==> src/hw/decode_params.svh <==
// slot format widths and field positions, included by the decoder packages and RTL
`ifndef DECODE_PARAMS_SVH
`define DECODE_PARAMS_SVH

// word and group widths
`define INSTR_WORD_W 32
`define FETCH_W 96

// lane-side widths
`define REG_ID_W 6
`define IMM_W 33

// slot-side field widths
`define REG_FIELD_W 5
`define IMM_FIELD_W 11
`define OPC_W 6

// all ones here marks a valid op
`define OP_MARK_HI 31
`define OP_MARK_LO 29

`define PRED_BIT 28
`define WEX_BIT 27
`define OPC_HI 26
`define OPC_LO 21
`define RN_HI 20
`define RN_LO 16
`define RM_HI 15
`define RM_LO 11
`define RO_HI 10
`define RO_LO 6

// immediate shares its low bits with ro
`define IMM_HI 10
`define IMM_LO 0

`endif

==> src/hw/instrPkg.sv <==
// encoding types of a single instruction, imported by the slot decoder and lane logic
`include "decode_params.svh"

package instrPkg;

	typedef logic [`REG_ID_W-1:0] regIdT;
	typedef logic signed [`IMM_W-1:0] immT;

	// null register, idle lanes point here
	localparam regIdT REG_ZZR = regIdT'(63);

	typedef enum logic [`OPC_W-1:0]
	{
		NOP   = 6'd0,
		ADD   = 6'd1,
		SUB   = 6'd2,
		AND   = 6'd3,
		OR    = 6'd4,
		CMPQ  = 6'd5,
		MOVI  = 6'd6,
		ADDI  = 6'd7,
		ADDX  = 6'd8,
		MOVX  = 6'd9,
		CMPX  = 6'd10,
		INVOP = 6'd63
	} opcodeE;

	// forms that take the 11-bit immediate
	function automatic logic isImmForm(opcodeE opc);
		return (opc == MOVI) || (opc == ADDI);
	endfunction

	// 128-bit ops, split over an even/odd pair when scalar
	function automatic logic isWideOp(opcodeE opc);
		return (opc == ADDX) || (opc == MOVX) || (opc == CMPX);
	endfunction

endpackage

==> src/hw/bundlePkg.sv <==
// bundle-level types shared by lane steering, pairing and the output stage
package bundlePkg;

	localparam int LANE_COUNT = 3;

	// encoded value is the number of words taken
	typedef enum logic [1:0]
	{
		WIDTH_ONE   = 2'd1,
		WIDTH_TWO   = 2'd2,
		WIDTH_THREE = 2'd3
	} bundleWidthE;

endpackage

==> src/hw/slotDecoder.sv <==
// decodes one 32-bit slot word into opcode, register ids, immediate and bundle flags
`include "decode_params.svh"

module slotDecoder
(
	input  logic [`INSTR_WORD_W-1:0] word,
	output instrPkg::opcodeE         opcode,
	output instrPkg::regIdT          rn,
	output instrPkg::regIdT          rm,
	output instrPkg::regIdT          ro,
	output instrPkg::immT            imm,
	output logic                     pred,
	output logic                     isOp,
	output logic                     wex
);
	import instrPkg::*;

	logic [`OPC_W-1:0]       opcField;
	logic [`REG_FIELD_W-1:0] rnField;
	logic [`REG_FIELD_W-1:0] rmField;
	logic [`REG_FIELD_W-1:0] roField;
	logic [`IMM_FIELD_W-1:0] immField;
	opcodeE                  fieldOpc;

	assign opcField = word[`OPC_HI:`OPC_LO];
	assign rnField  = word[`RN_HI:`RN_LO];
	assign rmField  = word[`RM_HI:`RM_LO];
	assign roField  = word[`RO_HI:`RO_LO];
	assign immField = word[`IMM_HI:`IMM_LO];

	assign isOp = &word[`OP_MARK_HI:`OP_MARK_LO];
	assign pred = word[`PRED_BIT];
	assign wex  = isOp && word[`WEX_BIT];  // a non-op never continues

	// values outside the opcode set fall back to INVOP
	always_comb
	begin
		case (opcField)
			NOP, ADD, SUB, AND, OR, CMPQ, MOVI, ADDI, ADDX, MOVX, CMPX, INVOP:
				fieldOpc = opcodeE'(opcField);
			default:
				fieldOpc = INVOP;
		endcase
	end

	always_comb
	begin
		opcode = INVOP;
		rn     = regIdT'(0);
		rm     = regIdT'(0);
		ro     = regIdT'(0);
		imm    = immT'(0);
		if (isOp)
		begin
			opcode = fieldOpc;
			rn     = regIdT'(rnField);  // zero-extended
			rm     = regIdT'(rmField);
			if (isImmForm(fieldOpc))
			begin
				ro  = REG_ZZR;  // ro bits belong to the immediate
				imm = {{(`IMM_W-`IMM_FIELD_W){immField[`IMM_FIELD_W-1]}}, immField};
			end
			else
				ro = regIdT'(roField);
		end
	end

endmodule

==> src/hw/laneSteering.sv <==
// picks the bundle width and routes slot decodes onto lanes A, B and C in reverse order
module laneSteering
(
	input  logic                   wexEnable,
	input  instrPkg::opcodeE       s0Opcode,
	input  instrPkg::regIdT        s0Rn, s0Rm, s0Ro,
	input  instrPkg::immT          s0Imm,
	input  logic                   s0Pred, s0IsOp, s0Wex,
	input  instrPkg::opcodeE       s1Opcode,
	input  instrPkg::regIdT        s1Rn, s1Rm, s1Ro,
	input  instrPkg::immT          s1Imm,
	input  logic                   s1Pred, s1IsOp, s1Wex,
	input  instrPkg::opcodeE       s2Opcode,
	input  instrPkg::regIdT        s2Rn, s2Rm, s2Ro,
	input  instrPkg::immT          s2Imm,
	input  logic                   s2Pred, s2IsOp, s2Wex,
	output instrPkg::opcodeE       opcodeA, opcodeB, opcodeC,
	output instrPkg::regIdT        rnA, rmA, roA,
	output instrPkg::regIdT        rnB, rmB, roB,
	output instrPkg::regIdT        rnC, rmC, roC,
	output instrPkg::immT          immA, immB, immC,
	output logic                   predA, predB, predC,
	output bundlePkg::bundleWidthE bundleWidth
);
	import instrPkg::*;
	import bundlePkg::*;

	localparam logic [1:0] IDLE_SRC = 2'(LANE_COUNT);

	// one entry per slot plus the idle lane at the end
	opcodeE slotOpc  [LANE_COUNT+1];
	regIdT  slotRn   [LANE_COUNT+1];
	regIdT  slotRm   [LANE_COUNT+1];
	regIdT  slotRo   [LANE_COUNT+1];
	immT    slotImm  [LANE_COUNT+1];
	logic   slotPred [LANE_COUNT+1];
	logic [1:0] contSlot;
	logic [1:0] srcA;
	logic [1:0] srcB;
	logic [1:0] srcC;

	assign slotOpc  = '{s0Opcode, s1Opcode, s2Opcode, NOP};
	assign slotRn   = '{s0Rn, s1Rn, s2Rn, REG_ZZR};
	assign slotRm   = '{s0Rm, s1Rm, s2Rm, REG_ZZR};
	assign slotRo   = '{s0Ro, s1Ro, s2Ro, REG_ZZR};
	assign slotImm  = '{s0Imm, s1Imm, s2Imm, immT'(0)};
	assign slotPred = '{s0Pred, s1Pred, s2Pred, 1'b0};

	// predicated ops always close the bundle
	assign contSlot = {s1IsOp && s1Wex && !s1Pred,
		s0IsOp && s0Wex && !s0Pred} & {2{wexEnable}};

	always_comb
	begin
		if (contSlot[0] && contSlot[1])
		begin
			bundleWidth = WIDTH_THREE;
			srcA        = 2'd2;
			srcB        = 2'd1;
			srcC        = 2'd0;
		end
		else if (contSlot[0])
		begin
			bundleWidth = WIDTH_TWO;
			srcA        = 2'd1;
			srcB        = 2'd0;
			srcC        = IDLE_SRC;
		end
		else
		begin
			bundleWidth = WIDTH_ONE;
			srcA        = 2'd0;
			srcB        = IDLE_SRC;
			srcC        = IDLE_SRC;
		end

		opcodeA = slotOpc[srcA];
		rnA     = slotRn[srcA];
		rmA     = slotRm[srcA];
		roA     = slotRo[srcA];
		immA    = slotImm[srcA];
		predA   = slotPred[srcA];
		opcodeB = slotOpc[srcB];
		rnB     = slotRn[srcB];
		rmB     = slotRm[srcB];
		roB     = slotRo[srcB];
		immB    = slotImm[srcB];
		predB   = slotPred[srcB];
		opcodeC = slotOpc[srcC];
		rnC     = slotRn[srcC];
		rmC     = slotRm[srcC];
		roC     = slotRo[srcC];
		immC    = slotImm[srcC];
		predC   = slotPred[srcC];

		// lane C only carries an op in a three-word bundle
		if (bundleWidth != WIDTH_THREE)
			assert (opcodeC == NOP);
	end

endmodule

==> src/hw/dualLanePairing.sv <==
// rewrites lanes A and B of a scalar wide op as an even/odd register pair
`include "decode_params.svh"

module dualLanePairing
(
	input  bundlePkg::bundleWidthE bundleWidth,
	input  instrPkg::opcodeE       opcodeAIn, opcodeBIn,
	input  instrPkg::regIdT        rnAIn, rmAIn, roAIn,
	input  instrPkg::regIdT        rnBIn, rmBIn, roBIn,
	input  instrPkg::immT          immAIn, immBIn,
	input  logic                   predAIn, predBIn,
	output instrPkg::opcodeE       opcodeAOut, opcodeBOut,
	output instrPkg::regIdT        rnAOut, rmAOut, roAOut,
	output instrPkg::regIdT        rnBOut, rmBOut, roBOut,
	output instrPkg::immT          immAOut, immBOut,
	output logic                   predAOut, predBOut
);
	import instrPkg::*;
	import bundlePkg::*;

	logic  pairOp;
	logic  swapBit;
	regIdT pairRn;
	regIdT pairRm;
	regIdT pairRo;

	// low field bit moves to the top, swap bit picks the half
	function automatic regIdT pairId(regIdT field, logic swap);
		return {field[0], field[`REG_FIELD_W-1:1], swap};
	endfunction

	assign pairOp  = (bundleWidth == WIDTH_ONE) && isWideOp(opcodeAIn);
	assign swapBit = (opcodeAIn == CMPX);  // compare reads the pair high half first

	assign pairRn = pairId(rnAIn, swapBit);
	assign pairRm = pairId(rmAIn, swapBit);
	assign pairRo = pairId(roAIn, swapBit);

	always_comb
	begin
		opcodeAOut = opcodeAIn;
		rnAOut     = rnAIn;
		rmAOut     = rmAIn;
		roAOut     = roAIn;
		immAOut    = immAIn;
		predAOut   = predAIn;
		opcodeBOut = opcodeBIn;
		rnBOut     = rnBIn;
		rmBOut     = rmBIn;
		roBOut     = roBIn;
		immBOut    = immBIn;
		predBOut   = predBIn;
		if (pairOp)
		begin
			rnAOut     = pairRn;
			rmAOut     = pairRm;
			roAOut     = pairRo;
			// lane B runs the other half of the pair
			opcodeBOut = opcodeAIn;
			rnBOut     = pairRn ^ regIdT'(1);
			rmBOut     = pairRm ^ regIdT'(1);
			roBOut     = pairRo ^ regIdT'(1);
			immBOut    = immAIn;
			predBOut   = predAIn;
		end
	end

endmodule

==> src/hw/decodeStage.sv <==
// one-entry registered output stage with a valid/ready handshake for a decoded bundle
module decodeStage
(
	input  logic                   clock,
	input  logic                   arstN,
	input  logic                   inValid,
	output logic                   inReady,
	output logic                   outValid,
	input  logic                   outReady,
	input  instrPkg::opcodeE       opcodeAIn, opcodeBIn, opcodeCIn,
	input  instrPkg::regIdT        rnAIn, rmAIn, roAIn,
	input  instrPkg::regIdT        rnBIn, rmBIn, roBIn,
	input  instrPkg::regIdT        rnCIn, rmCIn, roCIn,
	input  instrPkg::immT          immAIn, immBIn, immCIn,
	input  logic                   predAIn, predBIn, predCIn,
	input  bundlePkg::bundleWidthE bundleWidthIn,
	output instrPkg::opcodeE       opcodeA, opcodeB, opcodeC,
	output instrPkg::regIdT        rnA, rmA, roA,
	output instrPkg::regIdT        rnB, rmB, roB,
	output instrPkg::regIdT        rnC, rmC, roC,
	output instrPkg::immT          immA, immB, immC,
	output logic                   predA, predB, predC,
	output bundlePkg::bundleWidthE bundleWidth
);

	logic load;

	assign inReady = !outValid || outReady;  // refill in the cycle the entry leaves
	assign load    = inValid && inReady;

	always_ff @(posedge clock or negedge arstN)
	begin
		if (!arstN)
			outValid <= 1'b0;
		else if (inReady)
			outValid <= inValid;
	end

	always_ff @(posedge clock)
	begin
		if (load)
		begin
			opcodeA     <= opcodeAIn;
			rnA         <= rnAIn;
			rmA         <= rmAIn;
			roA         <= roAIn;
			immA        <= immAIn;
			predA       <= predAIn;
			opcodeB     <= opcodeBIn;
			rnB         <= rnBIn;
			rmB         <= rmBIn;
			roB         <= roBIn;
			immB        <= immBIn;
			predB       <= predBIn;
			opcodeC     <= opcodeCIn;
			rnC         <= rnCIn;
			rmC         <= rmCIn;
			roC         <= roCIn;
			immC        <= immCIn;
			predC       <= predCIn;
			bundleWidth <= bundleWidthIn;
		end
	end

	// a stalled bundle stays put until the consumer takes it
	stallHold: assert property (@(posedge clock) disable iff (!arstN)
		outValid && !outReady |=> outValid && $stable({opcodeA, rnA, rmA, roA, immA, predA,
			opcodeB, rnB, rmB, roB, immB, predB,
			opcodeC, rnC, rmC, roC, immC, predC, bundleWidth}));

	resetIdle: assert property (@(posedge clock) !arstN |-> !outValid);

endmodule

==> src/hw/bundleDecoder.sv <==
// bundle decoder top, slices the fetch group and chains slot decode, steering, pairing, stage
`include "decode_params.svh"

module bundleDecoder
(
	input  logic                   clock,
	input  logic                   arstN,
	input  logic [`FETCH_W-1:0]    fetchWord,
	input  logic                   wexEnable,
	input  logic                   inValid,
	output logic                   inReady,
	output logic                   outValid,
	input  logic                   outReady,
	output instrPkg::opcodeE       opcodeA, opcodeB, opcodeC,
	output instrPkg::regIdT        rnA, rmA, roA,
	output instrPkg::regIdT        rnB, rmB, roB,
	output instrPkg::regIdT        rnC, rmC, roC,
	output instrPkg::immT          immA, immB, immC,
	output logic                   predA, predB, predC,
	output bundlePkg::bundleWidthE bundleWidth
);
	import instrPkg::*;
	import bundlePkg::*;

	logic [`INSTR_WORD_W-1:0] slotWord [LANE_COUNT];

	// per-slot decodes
	opcodeE sOpc   [LANE_COUNT];
	regIdT  sRn    [LANE_COUNT];
	regIdT  sRm    [LANE_COUNT];
	regIdT  sRo    [LANE_COUNT];
	immT    sImm   [LANE_COUNT];
	logic   sPred  [LANE_COUNT];
	logic   sIsOp  [LANE_COUNT];
	logic   sWex   [LANE_COUNT];

	// steered lanes
	opcodeE      stOpcA, stOpcB, stOpcC;
	regIdT       stRnA, stRmA, stRoA, stRnB, stRmB, stRoB, stRnC, stRmC, stRoC;
	immT         stImmA, stImmB, stImmC;
	logic        stPredA, stPredB, stPredC;
	bundleWidthE stWidth;

	// lanes A and B after pairing
	opcodeE pOpcA, pOpcB;
	regIdT  pRnA, pRmA, pRoA, pRnB, pRmB, pRoB;
	immT    pImmA, pImmB;
	logic   pPredA, pPredB;

	always_comb
	begin
		for (int i = 0; i < LANE_COUNT; i++)
			slotWord[i] = fetchWord[i*`INSTR_WORD_W +: `INSTR_WORD_W];  // slot 0 is lowest
	end

	slotDecoder slot0I (.word(slotWord[0]), .opcode(sOpc[0]), .rn(sRn[0]), .rm(sRm[0]),
		.ro(sRo[0]), .imm(sImm[0]), .pred(sPred[0]), .isOp(sIsOp[0]), .wex(sWex[0]));

	slotDecoder slot1I (.word(slotWord[1]), .opcode(sOpc[1]), .rn(sRn[1]), .rm(sRm[1]),
		.ro(sRo[1]), .imm(sImm[1]), .pred(sPred[1]), .isOp(sIsOp[1]), .wex(sWex[1]));

	slotDecoder slot2I (.word(slotWord[2]), .opcode(sOpc[2]), .rn(sRn[2]), .rm(sRm[2]),
		.ro(sRo[2]), .imm(sImm[2]), .pred(sPred[2]), .isOp(sIsOp[2]), .wex(sWex[2]));

	laneSteering steerI
	(
		.wexEnable(wexEnable),
		.s0Opcode(sOpc[0]), .s0Rn(sRn[0]), .s0Rm(sRm[0]), .s0Ro(sRo[0]), .s0Imm(sImm[0]),
		.s0Pred(sPred[0]), .s0IsOp(sIsOp[0]), .s0Wex(sWex[0]),
		.s1Opcode(sOpc[1]), .s1Rn(sRn[1]), .s1Rm(sRm[1]), .s1Ro(sRo[1]), .s1Imm(sImm[1]),
		.s1Pred(sPred[1]), .s1IsOp(sIsOp[1]), .s1Wex(sWex[1]),
		.s2Opcode(sOpc[2]), .s2Rn(sRn[2]), .s2Rm(sRm[2]), .s2Ro(sRo[2]), .s2Imm(sImm[2]),
		.s2Pred(sPred[2]), .s2IsOp(sIsOp[2]), .s2Wex(sWex[2]),
		.opcodeA(stOpcA), .opcodeB(stOpcB), .opcodeC(stOpcC),
		.rnA(stRnA), .rmA(stRmA), .roA(stRoA),
		.rnB(stRnB), .rmB(stRmB), .roB(stRoB),
		.rnC(stRnC), .rmC(stRmC), .roC(stRoC),
		.immA(stImmA), .immB(stImmB), .immC(stImmC),
		.predA(stPredA), .predB(stPredB), .predC(stPredC),
		.bundleWidth(stWidth)
	);

	dualLanePairing pairI
	(
		.bundleWidth(stWidth),
		.opcodeAIn(stOpcA), .opcodeBIn(stOpcB),
		.rnAIn(stRnA), .rmAIn(stRmA), .roAIn(stRoA),
		.rnBIn(stRnB), .rmBIn(stRmB), .roBIn(stRoB),
		.immAIn(stImmA), .immBIn(stImmB), .predAIn(stPredA), .predBIn(stPredB),
		.opcodeAOut(pOpcA), .opcodeBOut(pOpcB),
		.rnAOut(pRnA), .rmAOut(pRmA), .roAOut(pRoA),
		.rnBOut(pRnB), .rmBOut(pRmB), .roBOut(pRoB),
		.immAOut(pImmA), .immBOut(pImmB), .predAOut(pPredA), .predBOut(pPredB)
	);

	// lane C bypasses pairing
	decodeStage stageI
	(
		.clock(clock), .arstN(arstN),
		.inValid(inValid), .inReady(inReady), .outValid(outValid), .outReady(outReady),
		.opcodeAIn(pOpcA), .opcodeBIn(pOpcB), .opcodeCIn(stOpcC),
		.rnAIn(pRnA), .rmAIn(pRmA), .roAIn(pRoA),
		.rnBIn(pRnB), .rmBIn(pRmB), .roBIn(pRoB),
		.rnCIn(stRnC), .rmCIn(stRmC), .roCIn(stRoC),
		.immAIn(pImmA), .immBIn(pImmB), .immCIn(stImmC),
		.predAIn(pPredA), .predBIn(pPredB), .predCIn(stPredC),
		.bundleWidthIn(stWidth),
		.opcodeA(opcodeA), .opcodeB(opcodeB), .opcodeC(opcodeC),
		.rnA(rnA), .rmA(rmA), .roA(roA),
		.rnB(rnB), .rmB(rmB), .roB(roB),
		.rnC(rnC), .rmC(rmC), .roC(roC),
		.immA(immA), .immB(immB), .immC(immC),
		.predA(predA), .predB(predB), .predC(predC),
		.bundleWidth(bundleWidth)
	);

endmodule

==> config.mk <==
export PLATFORM = sky130hd
export DESIGN_NAME = bundleDecoder
export DESIGN_NICKNAME = d
export VERILOG_FILES = /design/src/hw/instrPkg.sv /design/src/hw/bundlePkg.sv /design/src/hw/slotDecoder.sv /design/src/hw/laneSteering.sv /design/src/hw/dualLanePairing.sv /design/src/hw/decodeStage.sv /design/src/hw/bundleDecoder.sv
export VERILOG_INCLUDE_DIRS = /design/src /design/src/hw
export SDC_FILE = /design/constraint.sdc
export NUM_CORES = 1
export LEC_CHECK = 0
export BUFFER_PORTS_ARGS = -buffer_cell sky130_fd_sc_hd__buf_2
export CORE_ASPECT_RATIO = 2
export CORE_MARGIN = 2
export CORE_UTILIZATION = 49
export DETAILED_ROUTE_END_ITERATION = 16
export PLACE_DENSITY = 0.75
export SYNTH_ARGS = -nofsm -noshare
export SYNTH_HDL_FRONTEND = slang
export SYNTH_HIERARCHICAL = 1
export SYNTH_SLANG_ARGS = --single-unit
export TNS_END_PERCENT = 10
==> constraint.sdc <==
create_clock -name clock -period 3 [get_ports clock]
set_input_delay 0.6 -clock clock [delete_from_list [all_inputs] [get_ports clock]]
set_output_delay 0.6 -clock clock [all_outputs]
set_load 0.02 [all_outputs]
# ---- After elaboration in Yosys (flattened, before gate mapping)
# Index checks and enable logic that the tools add are counted.
dict set report word_totals {
  out_inout_bits 178
  inputBits 101
  register_bits 177
}
dict set report classes {
  n_lt_le_gt_ge 3
  n_eq_ne 43
  n_bitwise 5
  mux 94
  reduce_logical 27
}
# operator count
set ops {}
lappend ops {{$mux W33} 13}
lappend ops {{$mux W6} 43}
lappend ops {{$bmux W33 S2} 3}
lappend ops {{$bmux W6 S2} 12}
lappend ops {{$eq A6 B3 Y1 const B} 18}
lappend ops {{$eq A6 B4 Y1 const B} 12}
lappend ops {{$eq A6 B2 Y1 const B} 6}
lappend ops {{$reduce_or A12 Y1} 3}
lappend ops {{$mux W5} 6}
lappend ops {{$eq A6 B1 Y1 const B} 3}
lappend ops {{$eq A6 B6 Y1 const B} 3}
lappend ops {{$logic_not A6 Y1} 3}
lappend ops {{$mux W2} 6}
lappend ops {{$ge A3 B3 Y1 const B} 3}
lappend ops {{$logic_and A1 B1 Y1} 9}
lappend ops {{$not A2 Y3} 3}
lappend ops {{$reduce_and A3 Y1} 3}
lappend ops {{$mux W1} 8}
lappend ops {{$bmux W1 S2} 3}
lappend ops {{$logic_or A1 B1 Y1} 6}
lappend ops {{$logic_not A1 Y1} 3}
lappend ops {{$and A2 B2 Y2} 1}
lappend ops {{$eq A2 B1 Y1 const B} 1}
lappend ops {{$not A1 Y1} 1}

# ---- Logic depth before layout (Yosys ltp)
dict set report depth {
  word_depth 16
  mapped_depth 15
}

# ---- By module
# The synthesis kept the hierarchy.
# module area_each_um2 cells_each n_inst seq_area_each_um2
set modules_own_cells {}
lappend modules_own_cells {decodeStage 5338.9 180 1 5310.1}
lappend modules_own_cells {laneSteering 2401.1 522 1 0.0}
lappend modules_own_cells {slotDecoder 499.2 69 3 0.0}
lappend modules_own_cells {dualLanePairing 1323.8 128 1 0.0}

# ---- Worst setup path after synthesis
# OpenSTA, ideal clock, no wires.
dict set report synth_path {
  kind {input to register}
  startpoint {input port fetchWord[31]}
  endpoint {register stageI.immB[0], data pin}
  path_slack_ns -0.490
  n_path_buf 6
  t_required_ns 2.740
  cell_stages 15
  arrival_time_ns 3.229
  cell_sequence {and3_1 buf_2 buf_2 and2_1 nand4b_1 inv_2 buf_2 buf_2 nor2_1 a31oi_1 nand4bb_4 a2111o_1 buf_6 buf_6 mux2_4}
}
# item line_no
set synth_rtl {}
lappend synth_rtl {{from (decl)} bundleDecoder.sv:8} ;# input logic [`FETCH_W-1:0] fetchWord,
lappend synth_rtl {{to (signal assigned)} decodeStage.sv:53} ;# immB <= immBIn;
lappend synth_rtl {{to (decl)} decodeStage.sv:21} ;# output instrPkg::immT immA, immB, immC,

==> results.json <==
{
  "root_buffer": "sky130_fd_sc_hd__clkbuf_16",
  "clk_path_buf_depth": 2,
  "ys_warn_count": 6,
  "post-cts-setup-buffers": 0,
  "route.detailed.vias_per_inst": 5.52,
  "globalRoute.busiestLayer": "met2",
  "fmax_mhz": 364,
  "finalInstanceArea_sq_um": 11900,
  "grt_start_max_net_pins": 138,
  "skew_ns": 0.00518,
  "setup-violations-final": 0,
  "remaining_overflow_grt": 0,
  "synthesis.area_per_instance_sq_um": 10.2,
  "fp.dieArea_sq_um": 22800,
  "maxSlewViolCount": 0,
  "worst_hold_path_type": "in2reg",
  "port-buffer-count": 277,
  "clock_sink_count": 177,
  "crit_required_ns": 3.18,
  "drt_first_iter_violations": 617,
  "number_of_buffers_inserted_during_clock_tree_synthesis": 17,
  "worst-path-max-fanout": 33,
  "drc_errors": 0,
  "finalCriticalPeriod_ns": 2.75,
  "clkLatencyLatePin_ns": 0.44,
  "grt_pass1_vias": 7555,
  "postPlaceCellArea_sq_um": 11400,
  "timing_worst_setup_path_type": "in2reg",
  "global_route.usage.met2": 0.365,
  "final_nets": 1281,
  "areaGrowthSynthToFinish_pct": 12.9,
  "worst_setup_path_end_kind": "flop",
  "gp_congestion": 0.896,
  "reg2reg_from": "stageI/outValid",
  "max_cap_violations": 0,
  "grt_util_all_layers": 0.226,
  "dp_hpwl_mm": 17.0,
  "fin_setup_tns_ns": 0,
  "max-slew-margin-rel": 0.356,
  "cellLeakagePower_nw": 4.87,
  "post_route_cells_drive_above_1_share": 0.364,
  "detailroute.via_count": 8093,
  "tritoncts": "done",
  "status": "completed",
  "fp.dieH_um": 212,
  "start_util": 0.496,
  "fp.coreArea_sq_um": 21300,
  "antenna_found_initial": 2,
  "synthesis.instances": 1036,
  "reg.largest.list": "stageI/immA x33, stageI/immB x33, stageI/immC x33",
  "routed_wirelength_mm": 26.5,
  "cp-startpoint": "fetchWord[63]",
  "power.density_cell_area_nw_per_um2": 449,
  "synth_area_sq_um": 10600,
  "peak_vdd_ir_mv": 0.321,
  "antenna_nets_post_route": 0,
  "clk_transition_reported_paths_ns": 0.06,
  "critPathArrivalTime_ns": 2.93,
  "critPathLaunchType": "input pin",
  "rows": 76,
  "final_routed_wire_length_divided_by_cell_count_um": 18.1,
  "min_period_over_period": 0.915,
  "global_route_wire_length_before_repair_mm": 39.9,
  "finalHoldViolations": 0,
  "slew_at_the_pin_closest_to_its_max_slew_limit_ns": 0.966,
  "grtUsageMet3": 0.0591,
  "hp-start": "inValid",
  "groute.layer.met1.usage": 0.293,
  "cts_htree_levels": 4,
  "num_io_pins": 279,
  "die_w_um": 108,
  "drt_first_pass_iters": 5,
  "rsz_0062_raised_after_global_routing": "false"
}
==> what timing repair did <==
action                                 4_1_cts  5_1_grt
hold buffers                                 1        0
endpoints found under the hold margin        1        0
gates resized for setup                      0        0
==> final cells by class <==
type	count	area, sq um
fill	1806	9390
clock inverter	13	114
clock buffer	19	433
antenna	1	2.50
inverter	1	6.26
tap	273	342
timing repair buffer	324	1800
sequential	177	5310
multi-input combinational	659	3900
==> worst max-delay path, cell delays in order <==
cell and delay [ns]:
sky130_fd_sc_hd__buf_2 0.08, sky130_fd_sc_hd__and3_1 0.27, sky130_fd_sc_hd__buf_4 0.22, sky130_fd_sc_hd__and4b_4 0.32
sky130_fd_sc_hd__nand2_1 0.11, sky130_fd_sc_hd__a31oi_4 0.18, sky130_fd_sc_hd__nand4bb_4 0.13, sky130_fd_sc_hd__a2111o_2 0.43
sky130_fd_sc_hd__buf_12 0.22, sky130_fd_sc_hd__mux2_4 0.32
==> layout by cell type, fill, tap and decap left out, types with 4 or more instances in the layout <==
master                      instances
sky130_fd_sc_hd__and3_1            41
sky130_fd_sc_hd__a211o_1            6
sky130_fd_sc_hd__mux2_2            16
sky130_fd_sc_hd__mux2_4            36
sky130_fd_sc_hd__buf_12             5
sky130_fd_sc_hd__a21oi_1           39
sky130_fd_sc_hd__and2_2            15
sky130_fd_sc_hd__conb_1             8
sky130_fd_sc_hd__clkinv_4           4
sky130_fd_sc_hd__buf_2            277
sky130_fd_sc_hd__and2_1            53
sky130_fd_sc_hd__edfxtp_1         176
sky130_fd_sc_hd__a21o_1            24
sky130_fd_sc_hd__buf_4             41
sky130_fd_sc_hd__or3_1             18
sky130_fd_sc_hd__o21a_1             6
sky130_fd_sc_hd__nand3_1           18
sky130_fd_sc_hd__nand2_1          232
sky130_fd_sc_hd__a31oi_1           56
sky130_fd_sc_hd__clkbuf_16         17
sky130_fd_sc_hd__nor2_1            59
==> stage by stage <==
stage	power [W]	util	instances	setup slack (ns)	hold slack [ns]
after detailed placement	0.00331	0.533	1433	-0.198	0.376
after CTS	0.00539	0.559	1466	0.280	0.354
after floorplan	0.00313	-	1040	-0.124	0.304
after global placement	0.00331	0.533	1433	-0.132	0.376
after global routing	0.00552	0.559	1466	0.164	0.367
final	0.00535	0.559	1467	0.254	0.378
==> per-layer routing <==
metal,up-vias,share of wire
met4,2,0.023
li1,3759,-
met1,3830,0.40
met5,-,0.00026
met2,449,0.49
met3,53,0.092
==> power breakdown <==
group	internal, W	leakage [nW]	switching, W
Clock	0.00114	0.258	0.000947
Combinational	0.000145	2.95	0.000286
Sequential	0.00281	1.66	0.0000258
Total	0.00409	4.87	0.00126
==> path summary, 6_finish.rpt <==
path                              endpoint  slack [ns]  cells past startpoint
max in group asynchronous  stageI/outValid        2.46                      2
min reg2reg                stageI/outValid        0.56                      2
max                        stageI/immB[21]        0.25                     10
min                        stageI/outValid        0.38                      2
min in group asynchronous  stageI/outValid        0.46                      2
max reg2reg                stageI/immB[28]        1.34                      3
Power figures use the tool's default switching activity.
